[src/jtframe_defs.svh]
`ifndef JTFRAME_DEFS_SVH
`define JTFRAME_DEFS_SVH

// APB register window
`define JTFRAME_APB_AW          8

`define JTFRAME_REG_STATUS      8'h00
`define JTFRAME_REG_JOY1        8'h04
`define JTFRAME_REG_JOY2        8'h08
`define JTFRAME_REG_DL_START    8'h0C
`define JTFRAME_REG_DL_DATA     8'h10
`define JTFRAME_REG_DL_END      8'h14

// ROM download port
`define JTFRAME_IOCTL_AW        23

// Joystick widths, board side and game side
`define JTFRAME_BOARD_JOY_W     16
`define JTFRAME_GAME_JOY_W      10

`endif

[src/jtframe_board_pkg.sv]
`default_nettype none

`include "jtframe_defs.svh"

package jtframe_board_pkg;

    // MiST joystick word, right sits in bit 0
    typedef struct packed {
        logic [1:0] spare;
        logic       service;
        logic       pause;
        logic       coin;
        logic       start;
        logic [5:0] buttons;
        logic [3:0] dirs;      // up, down, left, right
    } board_joy_t;

    // Everything the I/O controller can set
    typedef struct packed {
        logic [31:0]                  status;
        board_joy_t                   joy1;
        board_joy_t                   joy2;
        logic                         downloading;
        logic [`JTFRAME_IOCTL_AW-1:0] ioctl_addr;
        logic [7:0]                   ioctl_data;
        logic                         ioctl_wr;
    } frame_state_t;

    // Game settings taken from the OSD status word
    typedef struct packed {
        logic       test;
        logic       pause;
        logic       flip;
        logic [1:0] fxlevel;
        logic       enable_fm;
        logic       enable_psg;
        logic       vertical_n;
    } dip_t;

endpackage

`default_nettype wire

[src/jtframe_cmd_pkg.sv]
`default_nettype none

package jtframe_cmd_pkg;

    // One opcode per APB register
    typedef enum logic [2:0] {
        CMD_NONE     = 3'd0,
        CMD_STATUS   = 3'd1,
        CMD_JOY1     = 3'd2,
        CMD_JOY2     = 3'd3,
        CMD_DL_START = 3'd4,
        CMD_DL_DATA  = 3'd5,
        CMD_DL_END   = 3'd6
    } cmd_op_e;

    // Accepted write, handed from decoder to executor
    typedef struct packed {
        logic        valid;
        cmd_op_e     op;
        logic [31:0] data;
    } frame_cmd_t;

endpackage

`default_nettype wire

[src/jtframe_board_map.sv]
`timescale 1ns/1ps
`default_nettype none

`include "jtframe_defs.svh"

module jtframe_board_map
    import jtframe_board_pkg::*;
#(
    parameter bit GAME_INPUTS_ACTIVE_LOW = 1'b1,
    parameter bit THREE_BUTTONS          = 1'b0
)(
    input  wire                            clk_sys,
    input  wire                            rst,
    input  wire frame_state_t              state,
    // Game inputs
    output logic [`JTFRAME_GAME_JOY_W-1:0] game_joystick1,
    output logic [`JTFRAME_GAME_JOY_W-1:0] game_joystick2,
    output logic [1:0]                     game_coin,
    output logic [1:0]                     game_start,
    output logic                           game_pause,
    output logic                           game_service,
    // Settings and board status
    output dip_t                           dip,
    output logic                           game_rst,
    output logic                           led
);

    dip_t dip_next;
    logic game_rst_next;

    // Buttons above the directions, polarity set by the game
    function automatic logic [`JTFRAME_GAME_JOY_W-1:0] map_joy(input board_joy_t joy);
        logic [5:0] btn;
        btn = joy.buttons;
        if (THREE_BUTTONS) begin
            btn[5:3] = 3'b000;
        end
        return {btn, joy.dirs} ^ {`JTFRAME_GAME_JOY_W{GAME_INPUTS_ACTIVE_LOW}};
    endfunction

    always_comb begin
        dip_next.vertical_n = state.status[2];
        dip_next.test       = state.status[3];
        dip_next.pause      = state.status[4];
        dip_next.flip       = state.status[5];
        dip_next.fxlevel    = state.status[7:6];
        // OSD stores disables, the game wants enables
        dip_next.enable_fm  = ~state.status[8];
        dip_next.enable_psg = ~state.status[9];
    end

    // Game held in reset by the board, the OSD or a ROM load
    assign game_rst_next = rst | state.status[0] | state.downloading;

    always_ff @(posedge clk_sys) begin
        game_joystick1 <= map_joy(state.joy1);
        game_joystick2 <= map_joy(state.joy2);
        game_coin      <= {state.joy2.coin, state.joy1.coin} ^ {2{GAME_INPUTS_ACTIVE_LOW}};
        game_start     <= {state.joy2.start, state.joy1.start} ^ {2{GAME_INPUTS_ACTIVE_LOW}};
        game_pause     <= state.joy1.pause | state.joy2.pause | dip_next.pause;
        game_service   <= state.joy1.service | state.joy2.service;
        dip            <= dip_next;
        game_rst       <= game_rst_next;
        // LED off while loading or in reset
        led            <= ~(state.downloading | game_rst_next);
    end

endmodule

`default_nettype wire

[src/jtframe_cmd_decode.sv]
`timescale 1ns/1ps
`default_nettype none

`include "jtframe_defs.svh"

module jtframe_cmd_decode
    import jtframe_cmd_pkg::*;
    import jtframe_board_pkg::*;
(
    input  wire                        clk_sys,
    input  wire                        rst,
    // APB slave, no wait states
    input  wire [`JTFRAME_APB_AW-1:0]  paddr,
    input  wire                        psel,
    input  wire                        penable,
    input  wire                        pwrite,
    input  wire [31:0]                 pwdata,
    output logic [31:0]                prdata,
    output logic                       pready,
    output logic                       pslverr,
    // Frame state for read-back
    input  wire frame_state_t          state,
    output frame_cmd_t                 cmd
);

    cmd_op_e op;
    logic    access;
    logic    dl_only;
    logic    err;
    logic    wr_ok;

    assign access = psel & penable;

    always_comb begin
        case (paddr)
            `JTFRAME_REG_STATUS:   op = CMD_STATUS;
            `JTFRAME_REG_JOY1:     op = CMD_JOY1;
            `JTFRAME_REG_JOY2:     op = CMD_JOY2;
            `JTFRAME_REG_DL_START: op = CMD_DL_START;
            `JTFRAME_REG_DL_DATA:  op = CMD_DL_DATA;
            `JTFRAME_REG_DL_END:   op = CMD_DL_END;
            default:               op = CMD_NONE;
        endcase
    end

    // Data and end writes only make sense inside a download
    assign dl_only = (op == CMD_DL_DATA) || (op == CMD_DL_END);
    assign err     = (op == CMD_NONE) || (pwrite && dl_only && !state.downloading);
    assign wr_ok   = access && pwrite && !err;

    assign pready  = access;
    assign pslverr = access && err;

    always_comb begin
        case (op)
            CMD_STATUS:   prdata = state.status;
            CMD_JOY1:     prdata = {{(32-`JTFRAME_BOARD_JOY_W){1'b0}}, state.joy1};
            CMD_JOY2:     prdata = {{(32-`JTFRAME_BOARD_JOY_W){1'b0}}, state.joy2};
            // Address in 31:8, busy flag in bit 0
            CMD_DL_START: prdata = {{(24-`JTFRAME_IOCTL_AW){1'b0}}, state.ioctl_addr,
                                    7'd0, state.downloading};
            default:      prdata = 32'd0;
        endcase
    end

    // One-cycle command after the access phase
    always_ff @(posedge clk_sys) begin
        if (rst) begin
            cmd.valid <= 1'b0;
        end else begin
            cmd.valid <= wr_ok;
            if (wr_ok) begin
                cmd.op   <= op;
                cmd.data <= pwdata;
            end
        end
    end

endmodule

`default_nettype wire

[src/jtframe_cmd_exec.sv]
`timescale 1ns/1ps
`default_nettype none

`include "jtframe_defs.svh"

module jtframe_cmd_exec
    import jtframe_cmd_pkg::*;
    import jtframe_board_pkg::*;
(
    input  wire                clk_sys,
    input  wire                rst,
    input  wire frame_cmd_t    cmd,
    output frame_state_t       state
);

    always_ff @(posedge clk_sys) begin
        if (rst) begin
            state.status      <= 32'd0;
            state.joy1        <= '0;
            state.joy2        <= '0;
            state.downloading <= 1'b0;
            state.ioctl_addr  <= '0;
            state.ioctl_wr    <= 1'b0;
        end else begin
            // Write strobe lasts a single cycle
            state.ioctl_wr <= 1'b0;

            // Step to the next byte once the strobe has been seen
            if (state.ioctl_wr) begin
                state.ioctl_addr <= state.ioctl_addr + 1'b1;
            end

            if (cmd.valid) begin
                case (cmd.op)
                    CMD_STATUS: begin
                        state.status <= cmd.data;
                    end
                    CMD_JOY1: begin
                        state.joy1 <= board_joy_t'(cmd.data[`JTFRAME_BOARD_JOY_W-1:0]);
                    end
                    CMD_JOY2: begin
                        state.joy2 <= board_joy_t'(cmd.data[`JTFRAME_BOARD_JOY_W-1:0]);
                    end
                    CMD_DL_START: begin
                        state.downloading <= 1'b1;
                        state.ioctl_addr  <= cmd.data[`JTFRAME_IOCTL_AW-1:0];
                    end
                    CMD_DL_DATA: begin
                        state.ioctl_data <= cmd.data[7:0];
                        state.ioctl_wr   <= 1'b1;
                    end
                    CMD_DL_END: begin
                        state.downloading <= 1'b0;
                    end
                    default: begin
                    end
                endcase
            end
        end
    end

endmodule

`default_nettype wire

[src/jtframe_io_top.sv]
`timescale 1ns/1ps
`default_nettype none

`include "jtframe_defs.svh"

module jtframe_io_top
    import jtframe_cmd_pkg::*;
    import jtframe_board_pkg::*;
#(
    parameter bit GAME_INPUTS_ACTIVE_LOW = 1'b1,
    parameter bit THREE_BUTTONS          = 1'b0
)(
    input  wire                           clk_sys,
    input  wire                           rst,
    // APB from the I/O controller
    input  wire [`JTFRAME_APB_AW-1:0]     paddr,
    input  wire                           psel,
    input  wire                           penable,
    input  wire                           pwrite,
    input  wire [31:0]                    pwdata,
    output wire [31:0]                    prdata,
    output wire                           pready,
    output wire                           pslverr,
    // ROM load
    output wire [`JTFRAME_IOCTL_AW-1:0]   ioctl_addr,
    output wire [7:0]                     ioctl_data,
    output wire                           ioctl_wr,
    output wire                           downloading,
    output wire [31:0]                    status,
    // Game side
    output wire [`JTFRAME_GAME_JOY_W-1:0] game_joystick1,
    output wire [`JTFRAME_GAME_JOY_W-1:0] game_joystick2,
    output wire [1:0]                     game_coin,
    output wire [1:0]                     game_start,
    output wire                           game_pause,
    output wire                           game_service,
    output dip_t                          dip,
    output wire                           game_rst,
    output wire                           led
);

    frame_cmd_t   cmd;
    frame_state_t state;

    assign ioctl_addr  = state.ioctl_addr;
    assign ioctl_data  = state.ioctl_data;
    assign ioctl_wr    = state.ioctl_wr;
    assign downloading = state.downloading;
    assign status      = state.status;

    jtframe_cmd_decode u_decode (
        .clk_sys ( clk_sys ),
        .rst     ( rst     ),
        .paddr   ( paddr   ),
        .psel    ( psel    ),
        .penable ( penable ),
        .pwrite  ( pwrite  ),
        .pwdata  ( pwdata  ),
        .prdata  ( prdata  ),
        .pready  ( pready  ),
        .pslverr ( pslverr ),
        .state   ( state   ),
        .cmd     ( cmd     )
    );

    jtframe_cmd_exec u_exec (
        .clk_sys ( clk_sys ),
        .rst     ( rst     ),
        .cmd     ( cmd     ),
        .state   ( state   )
    );

    jtframe_board_map #(
        .GAME_INPUTS_ACTIVE_LOW ( GAME_INPUTS_ACTIVE_LOW ),
        .THREE_BUTTONS          ( THREE_BUTTONS          )
    ) u_board (
        .clk_sys        ( clk_sys        ),
        .rst            ( rst            ),
        .state          ( state          ),
        .game_joystick1 ( game_joystick1 ),
        .game_joystick2 ( game_joystick2 ),
        .game_coin      ( game_coin      ),
        .game_start     ( game_start     ),
        .game_pause     ( game_pause     ),
        .game_service   ( game_service   ),
        .dip            ( dip            ),
        .game_rst       ( game_rst       ),
        .led            ( led            )
    );

endmodule

`default_nettype wire

[config.mk]
export PLATFORM = sky130hd
export DESIGN_NAME = jtframe_io_top
export DESIGN_NICKNAME = d
export VERILOG_FILES = /design/src/jtframe_board_pkg.sv /design/src/jtframe_cmd_pkg.sv /design/src/jtframe_board_map.sv /design/src/jtframe_cmd_decode.sv /design/src/jtframe_cmd_exec.sv /design/src/jtframe_io_top.sv
export VERILOG_INCLUDE_DIRS = /design/src
export SDC_FILE = /design/constraint.sdc
export NUM_CORES = 1
export LEC_CHECK = 0
export BUFFER_PORTS_ARGS = -buffer_cell sky130_fd_sc_hd__buf_2
export CORE_MARGIN = 4
export CORE_UTILIZATION = 42
export CTS_BUF_LIST = sky130_fd_sc_hd__clkbuf_8
export DETAILED_ROUTE_END_ITERATION = 12
export PLACE_DENSITY = 0.68
export SETUP_SLACK_MARGIN = 0.15
export SYNTH_ARGS = -nofsm -noshare
export SYNTH_HDL_FRONTEND = slang
export SYNTH_SLANG_ARGS = --single-unit
[constraint.sdc]
create_clock -name clk_sys -period 13.8 [get_ports clk_sys]
set_input_delay 2.07 -clock clk_sys [delete_from_list [all_inputs] [get_ports clk_sys]]
set_output_delay 2.07 -clock clk_sys [all_outputs]
set_load 0.05 [all_outputs]
=== Word-level counts from Yosys, hierarchy flattened ===
Cells that the tools add are included.

* $add $sub $neg: 1
* Multipliers: 0
* Div/mod/pow operators: 0
* $lt $le $gt $ge: 0
* Eq/ne operators: 17
* Shift operators: 0
* Multiplexer cells: 7
* Bitwise operators: 16
* Reductions and logical operators: 19

{| class="wikitable"
|+ Operator list
! operator !! number
|-
| $pmux W32 S4 || 1
|-
| $mux W23 || 2
|-
| $mux W32 || 1
|-
| $add A23 B1 Y23 const B || 1
|-
| $not A10 Y10 || 2
|-
| $eq A3 B3 Y1 const B || 6
|-
| $pmux W3 S6 || 1
|-
| $eq A8 B4 Y1 const B || 2
|-
| $eq A8 B5 Y1 const B || 2
|-
| $eq A3 B2 Y1 const B || 4
|-
| $reduce_and A2 Y1 || 5
|-
| $mux W9 || 1
|-
| $eq A8 B3 Y1 const B || 1
|-
| $logic_not A8 Y1 || 1
|-
| $eq A3 B1 Y1 const B || 2
|-
| $or A1 B1 Y1 || 6
|-
| $logic_and A1 B1 Y1 || 5
|-
| $not A1 Y1 || 5
|-
| $not A2 Y2 || 2
|-
| $logic_not A3 Y1 || 1
|-
| $reduce_and A3 Y1 || 1
|-
| $logic_not A1 Y1 || 2
|-
| $logic_or A1 B1 Y1 || 2
|-
| $pmux W1 S2 || 1
|-
| 3 further kinds || 3
|}

* Bits in registers: 169
* Latch bits: 0
* Bits in writable memories: 0
* ROM bits: 0
* Logic and storage cells: 97
* Memories kept: 0

=== Depth between registers and ports, before layout ===
* Word-level depth: 10
* Depth in mapped cells: 7
* Mapped depth without buffers: 5

=== By module ===
From an unflattened synthesis, not the netlist that was laid out.

* Cells, all modules: 651
* Area total of the unflattened synthesis: 6451.2 um^2

{| class="wikitable"
|+ Modules (own cells, without submodules)
! module !! instances !! cells an instance !! area each (um^2)
|-
| jtframe_cmd_exec || 1 || 446 || 3799.9
|-
| jtframe_cmd_decode || 1 || 139 || 1809.2
|-
| jtframe_board_map || 1 || 66 || 842.1
|}

=== Worst setup path before layout ===
Ideal clock, no wire load.

* Kind: input -> output
* Start point: input port paddr[5]
* End point: output port prdata[0]
* Data arrival time: 4.464 ns
* Data required time: 11.730 ns
* Slack: 7.266 ns
* Stages on the path: 6
* Buffers on the path: 3
* Cell sequence: or4_1 clkbuf_1 or3_1 clkbuf_1 buf_2 o21ai_0

* Cells in the longest elaborated chain, start to end: 4

{| class="wikitable"
|+ Ends and longest elaborated chain
! item !! line !! source
|-
| start, declared || jtframe_io_top.sv:16 || <nowiki>input wire [`JTFRAME_APB_AW-1:0] paddr,</nowiki>
|-
| $eq A8 B5 Y1 (tied with other cells) || jtframe_cmd_decode.sv:35 || <nowiki>case (paddr)</nowiki>
|-
| $pmux W3 S6 * || jtframe_cmd_decode.sv:35 ||
|-
| $eq A3 B3 Y1 (tied with other cells) || jtframe_cmd_decode.sv:55 || <nowiki>case (op)</nowiki>
|-
| $pmux W32 S4 * || jtframe_cmd_decode.sv:55 ||
|-
| end, declared || jtframe_io_top.sv:21 || <nowiki>output wire [31:0] prdata,</nowiki>
|}

Mark *: on every way between the ends. The rest lies on a longest branch, timed or not.

=== Worst setup path in the final report ===
* Start point: input port paddr[5]
* End point: output port prdata[13]

Same word-level chain as after synthesis.

==> metrics.txt <==
# TYPE chip_impl_metric gauge
chip_impl_info{name="status",value="complete, no violations"} 1
chip_impl_metric{name="remaining_global_route_overflow",unit=""} 0
chip_impl_metric{name="die_h",unit="um"} 136
chip_impl_metric{name="drt_iter0_drc",unit=""} 406
chip_impl_metric{name="power.net_switching",unit="mW"} 0.206
chip_impl_metric{name="grt_use_met3",unit="%"} 5.03
chip_impl_info{name="tritoncts",value="yes"} 1
chip_impl_metric{name="initial_core_util",unit="%"} 43.1
chip_impl_metric{name="n_fill_cell",unit=""} 1550
chip_impl_metric{name="global_route_usage_over_all_layers",unit="%"} 20.6
chip_impl_metric{name="regArea",unit="mm2"} 0.00381
chip_impl_info{name="rsz0062_at_grt",value="false"} 1
chip_impl_metric{name="numPortBuffers",unit=""} 179
chip_impl_metric{name="area_growth_syn_to_layout",unit="%"} 15.1
chip_impl_metric{name="final_weighted_congestion_in_routability_driven_placement",unit=""} 0.789
chip_impl_metric{name="timing.final.crit_share",unit="%"} 47.1
chip_impl_metric{name="maxCapViolations",unit=""} 0
chip_impl_metric{name="synth_cell_type_count",unit=""} 47
chip_impl_info{name="critPathLaunchType",value="primary input"} 1
chip_impl_metric{name="syn-cell-area",unit="mm2"} 0.00690
chip_impl_info{name="root_buffer",value="clkbuf_8"} 1
chip_impl_metric{name="max-slew-margin-rel",unit="%"} 19.8
chip_impl_metric{name="core",unit="mm2"} 0.0160
chip_impl_info{name="r2r_start",value="u_exec.state[9]"} 1
chip_impl_info{name="worst_r2r_dst",value="u_exec.state[31]"} 1
chip_impl_metric{name="cts.path.max_buffers",unit=""} 2
chip_impl_metric{name="seq_power_share",unit="%"} 55.0
chip_impl_metric{name="multiInputGateArea",unit="mm2"} 0.00234
chip_impl_metric{name="netSwitchingFraction",unit="%"} 22.4
chip_impl_info{name="crit_type",value="primary input to output pin"} 1
chip_impl_metric{name="power.internal",unit="mW"} 0.715
chip_impl_metric{name="fin_ws",unit="ns"} 7.30
chip_impl_metric{name="global_route_wire_length_before_repair",unit="um"} 29000
chip_impl_metric{name="post_route_cells_drive_above_1_share",unit="%"} 27.3
chip_impl_metric{name="report.power.total",unit="mW"} 0.920
chip_impl_metric{name="grt.met2_usage",unit="%"} 32.1
chip_impl_info{name="min_delay_worst_endpoint",value="u_board.dip[0]"} 1
chip_impl_metric{name="clockPowerShare",unit="%"} 42.6
chip_impl_info{name="worstSetupEndpointType",value="output pin"} 1
chip_impl_metric{name="number_of_antenna_violations_at_the_first_check_in_global_routing",unit=""} 0
chip_impl_metric{name="ys_ff_latch",unit=""} 169
chip_impl_metric{name="timing.critical_path.fanout_max",unit=""} 16
chip_impl_metric{name="cts.sink_count",unit=""} 169
chip_impl_metric{name="first_global_vias",unit=""} 5117
chip_impl_metric{name="power_per_cell_area",unit="mW/mm2"} 116
chip_impl_metric{name="postPlaceCellArea",unit="mm2"} 0.00750
chip_impl_metric{name="dr.pass1.iters",unit=""} 5
chip_impl_metric{name="pre_cts_ws",unit="ns"} 7.28
chip_impl_metric{name="post_synth_inst_count",unit=""} 733
chip_impl_metric{name="yosysSeqAreaShare",unit="%"} 55.3
chip_impl_metric{name="nNetsFinal",unit=""} 875
chip_impl_metric{name="hpwlAfterDp",unit="um"} 12700
chip_impl_metric{name="cts.repair_timing.setup_buffer_count",unit=""} 0
chip_impl_metric{name="post_cts_hold_buffer_count",unit=""} 0
chip_impl_metric{name="timing.setup.tns",unit="ns"} 0
chip_impl_metric{name="cts_inserted_buffers",unit=""} 17
chip_impl_metric{name="post_cts_resized",unit=""} 0
chip_impl_metric{name="synth_enable_flop_cells",unit=""} 43
chip_impl_metric{name="synthesis.yosys.warnings",unit=""} 0
chip_impl_metric{name="hold_violations",unit=""} 0
chip_impl_info{name="grt_most_used_layer",value="met2"} 1
chip_impl_metric{name="drtAntennaViolNets",unit=""} 0
chip_impl_metric{name="total_die_area",unit="mm2"} 0.0185
chip_impl_metric{name="core.rowCount",unit=""} 46
chip_impl_metric{name="power.combinational.fraction",unit="%"} 2.3
chip_impl_metric{name="async_s_r_ff_share_synth",unit="%"} 0
chip_impl_metric{name="clk-insertion-delay-late",unit="ns"} 0.46
chip_impl_metric{name="max_freq",unit="MHz"} 154
chip_impl_metric{name="postSynthNetCount",unit=""} 779
chip_impl_metric{name="floorplan.die.width",unit="um"} 136
chip_impl_metric{name="timing.final.setup_violations",unit=""} 0
chip_impl_metric{name="grt.met1_usage",unit="%"} 28.2
chip_impl_metric{name="irDropWorstVdd",unit="uV"} 66.3
chip_impl_metric{name="r2r.worst_path.cells",unit=""} 5
chip_impl_metric{name="static-leakage-power",unit="nW"} 2.99
chip_impl_metric{name="worst_pin_slew",unit="ns"} 1.20
chip_impl_metric{name="finClkSkew",unit="ns"} 0.0125
chip_impl_metric{name="cts_htree_levels",unit=""} 4
chip_impl_metric{name="cts.clk_slew.worst_paths",unit="ns"} 0.09
chip_impl_metric{name="antennaDiodeCount",unit=""} 0
chip_impl_metric{name="drt-vias-per-instance",unit=""} 5.19
chip_impl_info{name="hold_start",value="u_exec.state[67]"} 1
chip_impl_metric{name="grt_start_max_net_pins",unit=""} 93
chip_impl_metric{name="route.final.wire_length",unit="um"} 19000
chip_impl_metric{name="setup.reg_to_reg.worst_slack",unit="ns"} 11.39
chip_impl_metric{name="final_max_slew_viol_count",unit=""} 0
chip_impl_metric{name="crit_required",unit="ns"} 11.73
chip_impl_metric{name="fin_crit",unit="ns"} 6.50
chip_impl_metric{name="avgSynthCellArea",unit="um2"} 9.41
chip_impl_info{name="holdCritPathClass",value="register to register"} 1
chip_impl_metric{name="number_of_primary_i_o_pins",unit=""} 180
chip_impl_metric{name="min_delay_path_depth",unit=""} 0
chip_impl_info{name="timing_startpoint_of_the_critical_path",value="paddr[5]"} 1
chip_impl_metric{name="routedWlPerCell",unit="um"} 17.9
chip_impl_metric{name="via_total_after_detailed_routing",unit=""} 5492
chip_impl_metric{name="final_design_area_excluding_fillers",unit="mm2"} 0.00794
chip_impl_metric{name="worst-endpoint-arrival",unit="ns"} 4.43
chip_impl_info{name="synth_top_flop_cell",value="dfxtp_1"} 1
chip_impl_metric{name="drcViolationCount",unit=""} 0
## Yosys cell counts, drive strengths merged (7+ instances only)
library cell | number | share of area, %
nor2 | 49 | 2.7
nand4 | 7 | 1.1
nand3 | 8 | 0.58
inv | 33 | 1.8
dfxtp | 126 | 37
nand2 | 150 | 8.2
buf | 72 | 7.5
a21oi | 67 | 4.9
a311oi | 9 | 1.1
or4 | 8 | 0.93
edfxtp | 43 | 19
a211oi | 18 | 2.0
a22oi | 24 | 2.6
a32oi | 7 | 0.89
clkbuf | 37 | 2.0
a221o | 7 | 1.0
xnor2 | 9 | 1.1
## per-layer routing
| layer | up-vias | routed length (um) |
|---|---|---|
| met2 | 190 | 8690 |
| met4 | 0 | 373 |
| met5 | - | 0 |
| met1 | 2626 | 8580 |
| met3 | 26 | 1320 |
| li1 | 2650 | - |
## logic make-up after synthesis
kind of cell / synth area share (%)
AO/OA/AOI/OAI: 14.0
XOR/XNOR: 1.65
adder cells (fa/ha/maj): 0.181
buffers and inverters: 11.3
flip-flops: 55.3
multiplexers: 0.290
AND/OR/NAND/NOR: 17.3
## worst max-delay path by stage
stage | endpoint | cells after the start
after floorplan | prdata[0] | 6
after global placement | prdata[14] | 5
after detailed placement | prdata[13] | 6
after CTS | prdata[13] | 6
after global routing | prdata[13] | 6
final | prdata[13] | 6
## power groups by stage
| stage | Combinational (mW) | Sequential, mW | Clock [mW] |
|---|---|---|---|
| after floorplan | 0.00950 | 0.519 | 0 |
| after global placement | 0.0211 | 0.518 | 0 |
| after detailed placement | 0.0213 | 0.518 | 0 |
| after CTS | 0.0214 | 0.507 | 0.404 |
| after global routing | 0.0233 | 0.507 | 0.421 |
| final | 0.0215 | 0.507 | 0.392 |
## state kept, by name, summed over array words and instances (netlist names)
signal and flops:
u_exec.state 97, u_decode.cmd 36, u_board.game_joystick1 10, u_board.game_joystick2 10, u_board.dip 8, u_board.game_coin 2, u_board.game_start 2, u_board.game_pause 1
u_board.game_rst 1, u_board.game_service 1, u_board.led 1
## stage by stage
stage / utilization, % / cells / hold slack, ns
floorplan: - / 733 / 0.365
global placement: 46.8 / 1026 / 0.377
detailed placement: 46.8 / 1026 / 0.376
CTS: 49.6 / 1058 / 0.395
global route: 49.6 / 1058 / 0.407
finish: 49.6 / 1058 / 0.393
## critical path, stage by stage
cell,delay [ns]
buf_2,0.09
or4_1,0.68
nor3_2,0.99
a22oi_1,0.12
o21ai_0,0.16
buf_2,0.31
## placed cells by master, fill, tap and decap left out, types with 3 or more instances in the layout
master / netlist / layout
a211oi_1: 17 / 16
a21oi_1: 67 / 67
a221o_1: 7 / 7
a22oi_1: 24 / 24
a311oi_1: 9 / 9
a32oi_1: 7 / 7
and3_1: 3 / 3
buf_2: 4 / 178
buf_4: 63 / 8
bufinv_16: 0 / 4
clkbuf_8: 0 / 17
dfxtp_1: 126 / 126
edfxtp_1: 43 / 43
inv_1: 33 / 34
inv_6: 0 / 3
inv_8: 0 / 3
nand2_1: 150 / 150
nand2b_1: 3 / 3
nand3_1: 8 / 8
nand3b_1: 4 / 4
nand4_1: 5 / 5
nor2_1: 49 / 48
nor3_1: 4 / 3
nor4_1: 5 / 5
o21ai_0: 3 / 3
o31ai_1: 6 / 6
or3_1: 4 / 4
or4_1: 7 / 7
xnor2_1: 9 / 9
xor2_1: 4 / 4
## final cells by class
| type | instances | area share (%) |
|---|---|---|
| well taps | 216 | 3.40 |
| multi-input cells | 422 | 29.4 |
| clock inverters | 15 | 2.66 |
| repair buffers | 186 | 12.0 |
| inverters | 33 | 1.56 |
| clock buffers | 17 | 2.95 |
| flip-flops and latches | 169 | 48.0 |
Note: power is estimated with default switching activity, not from simulation.
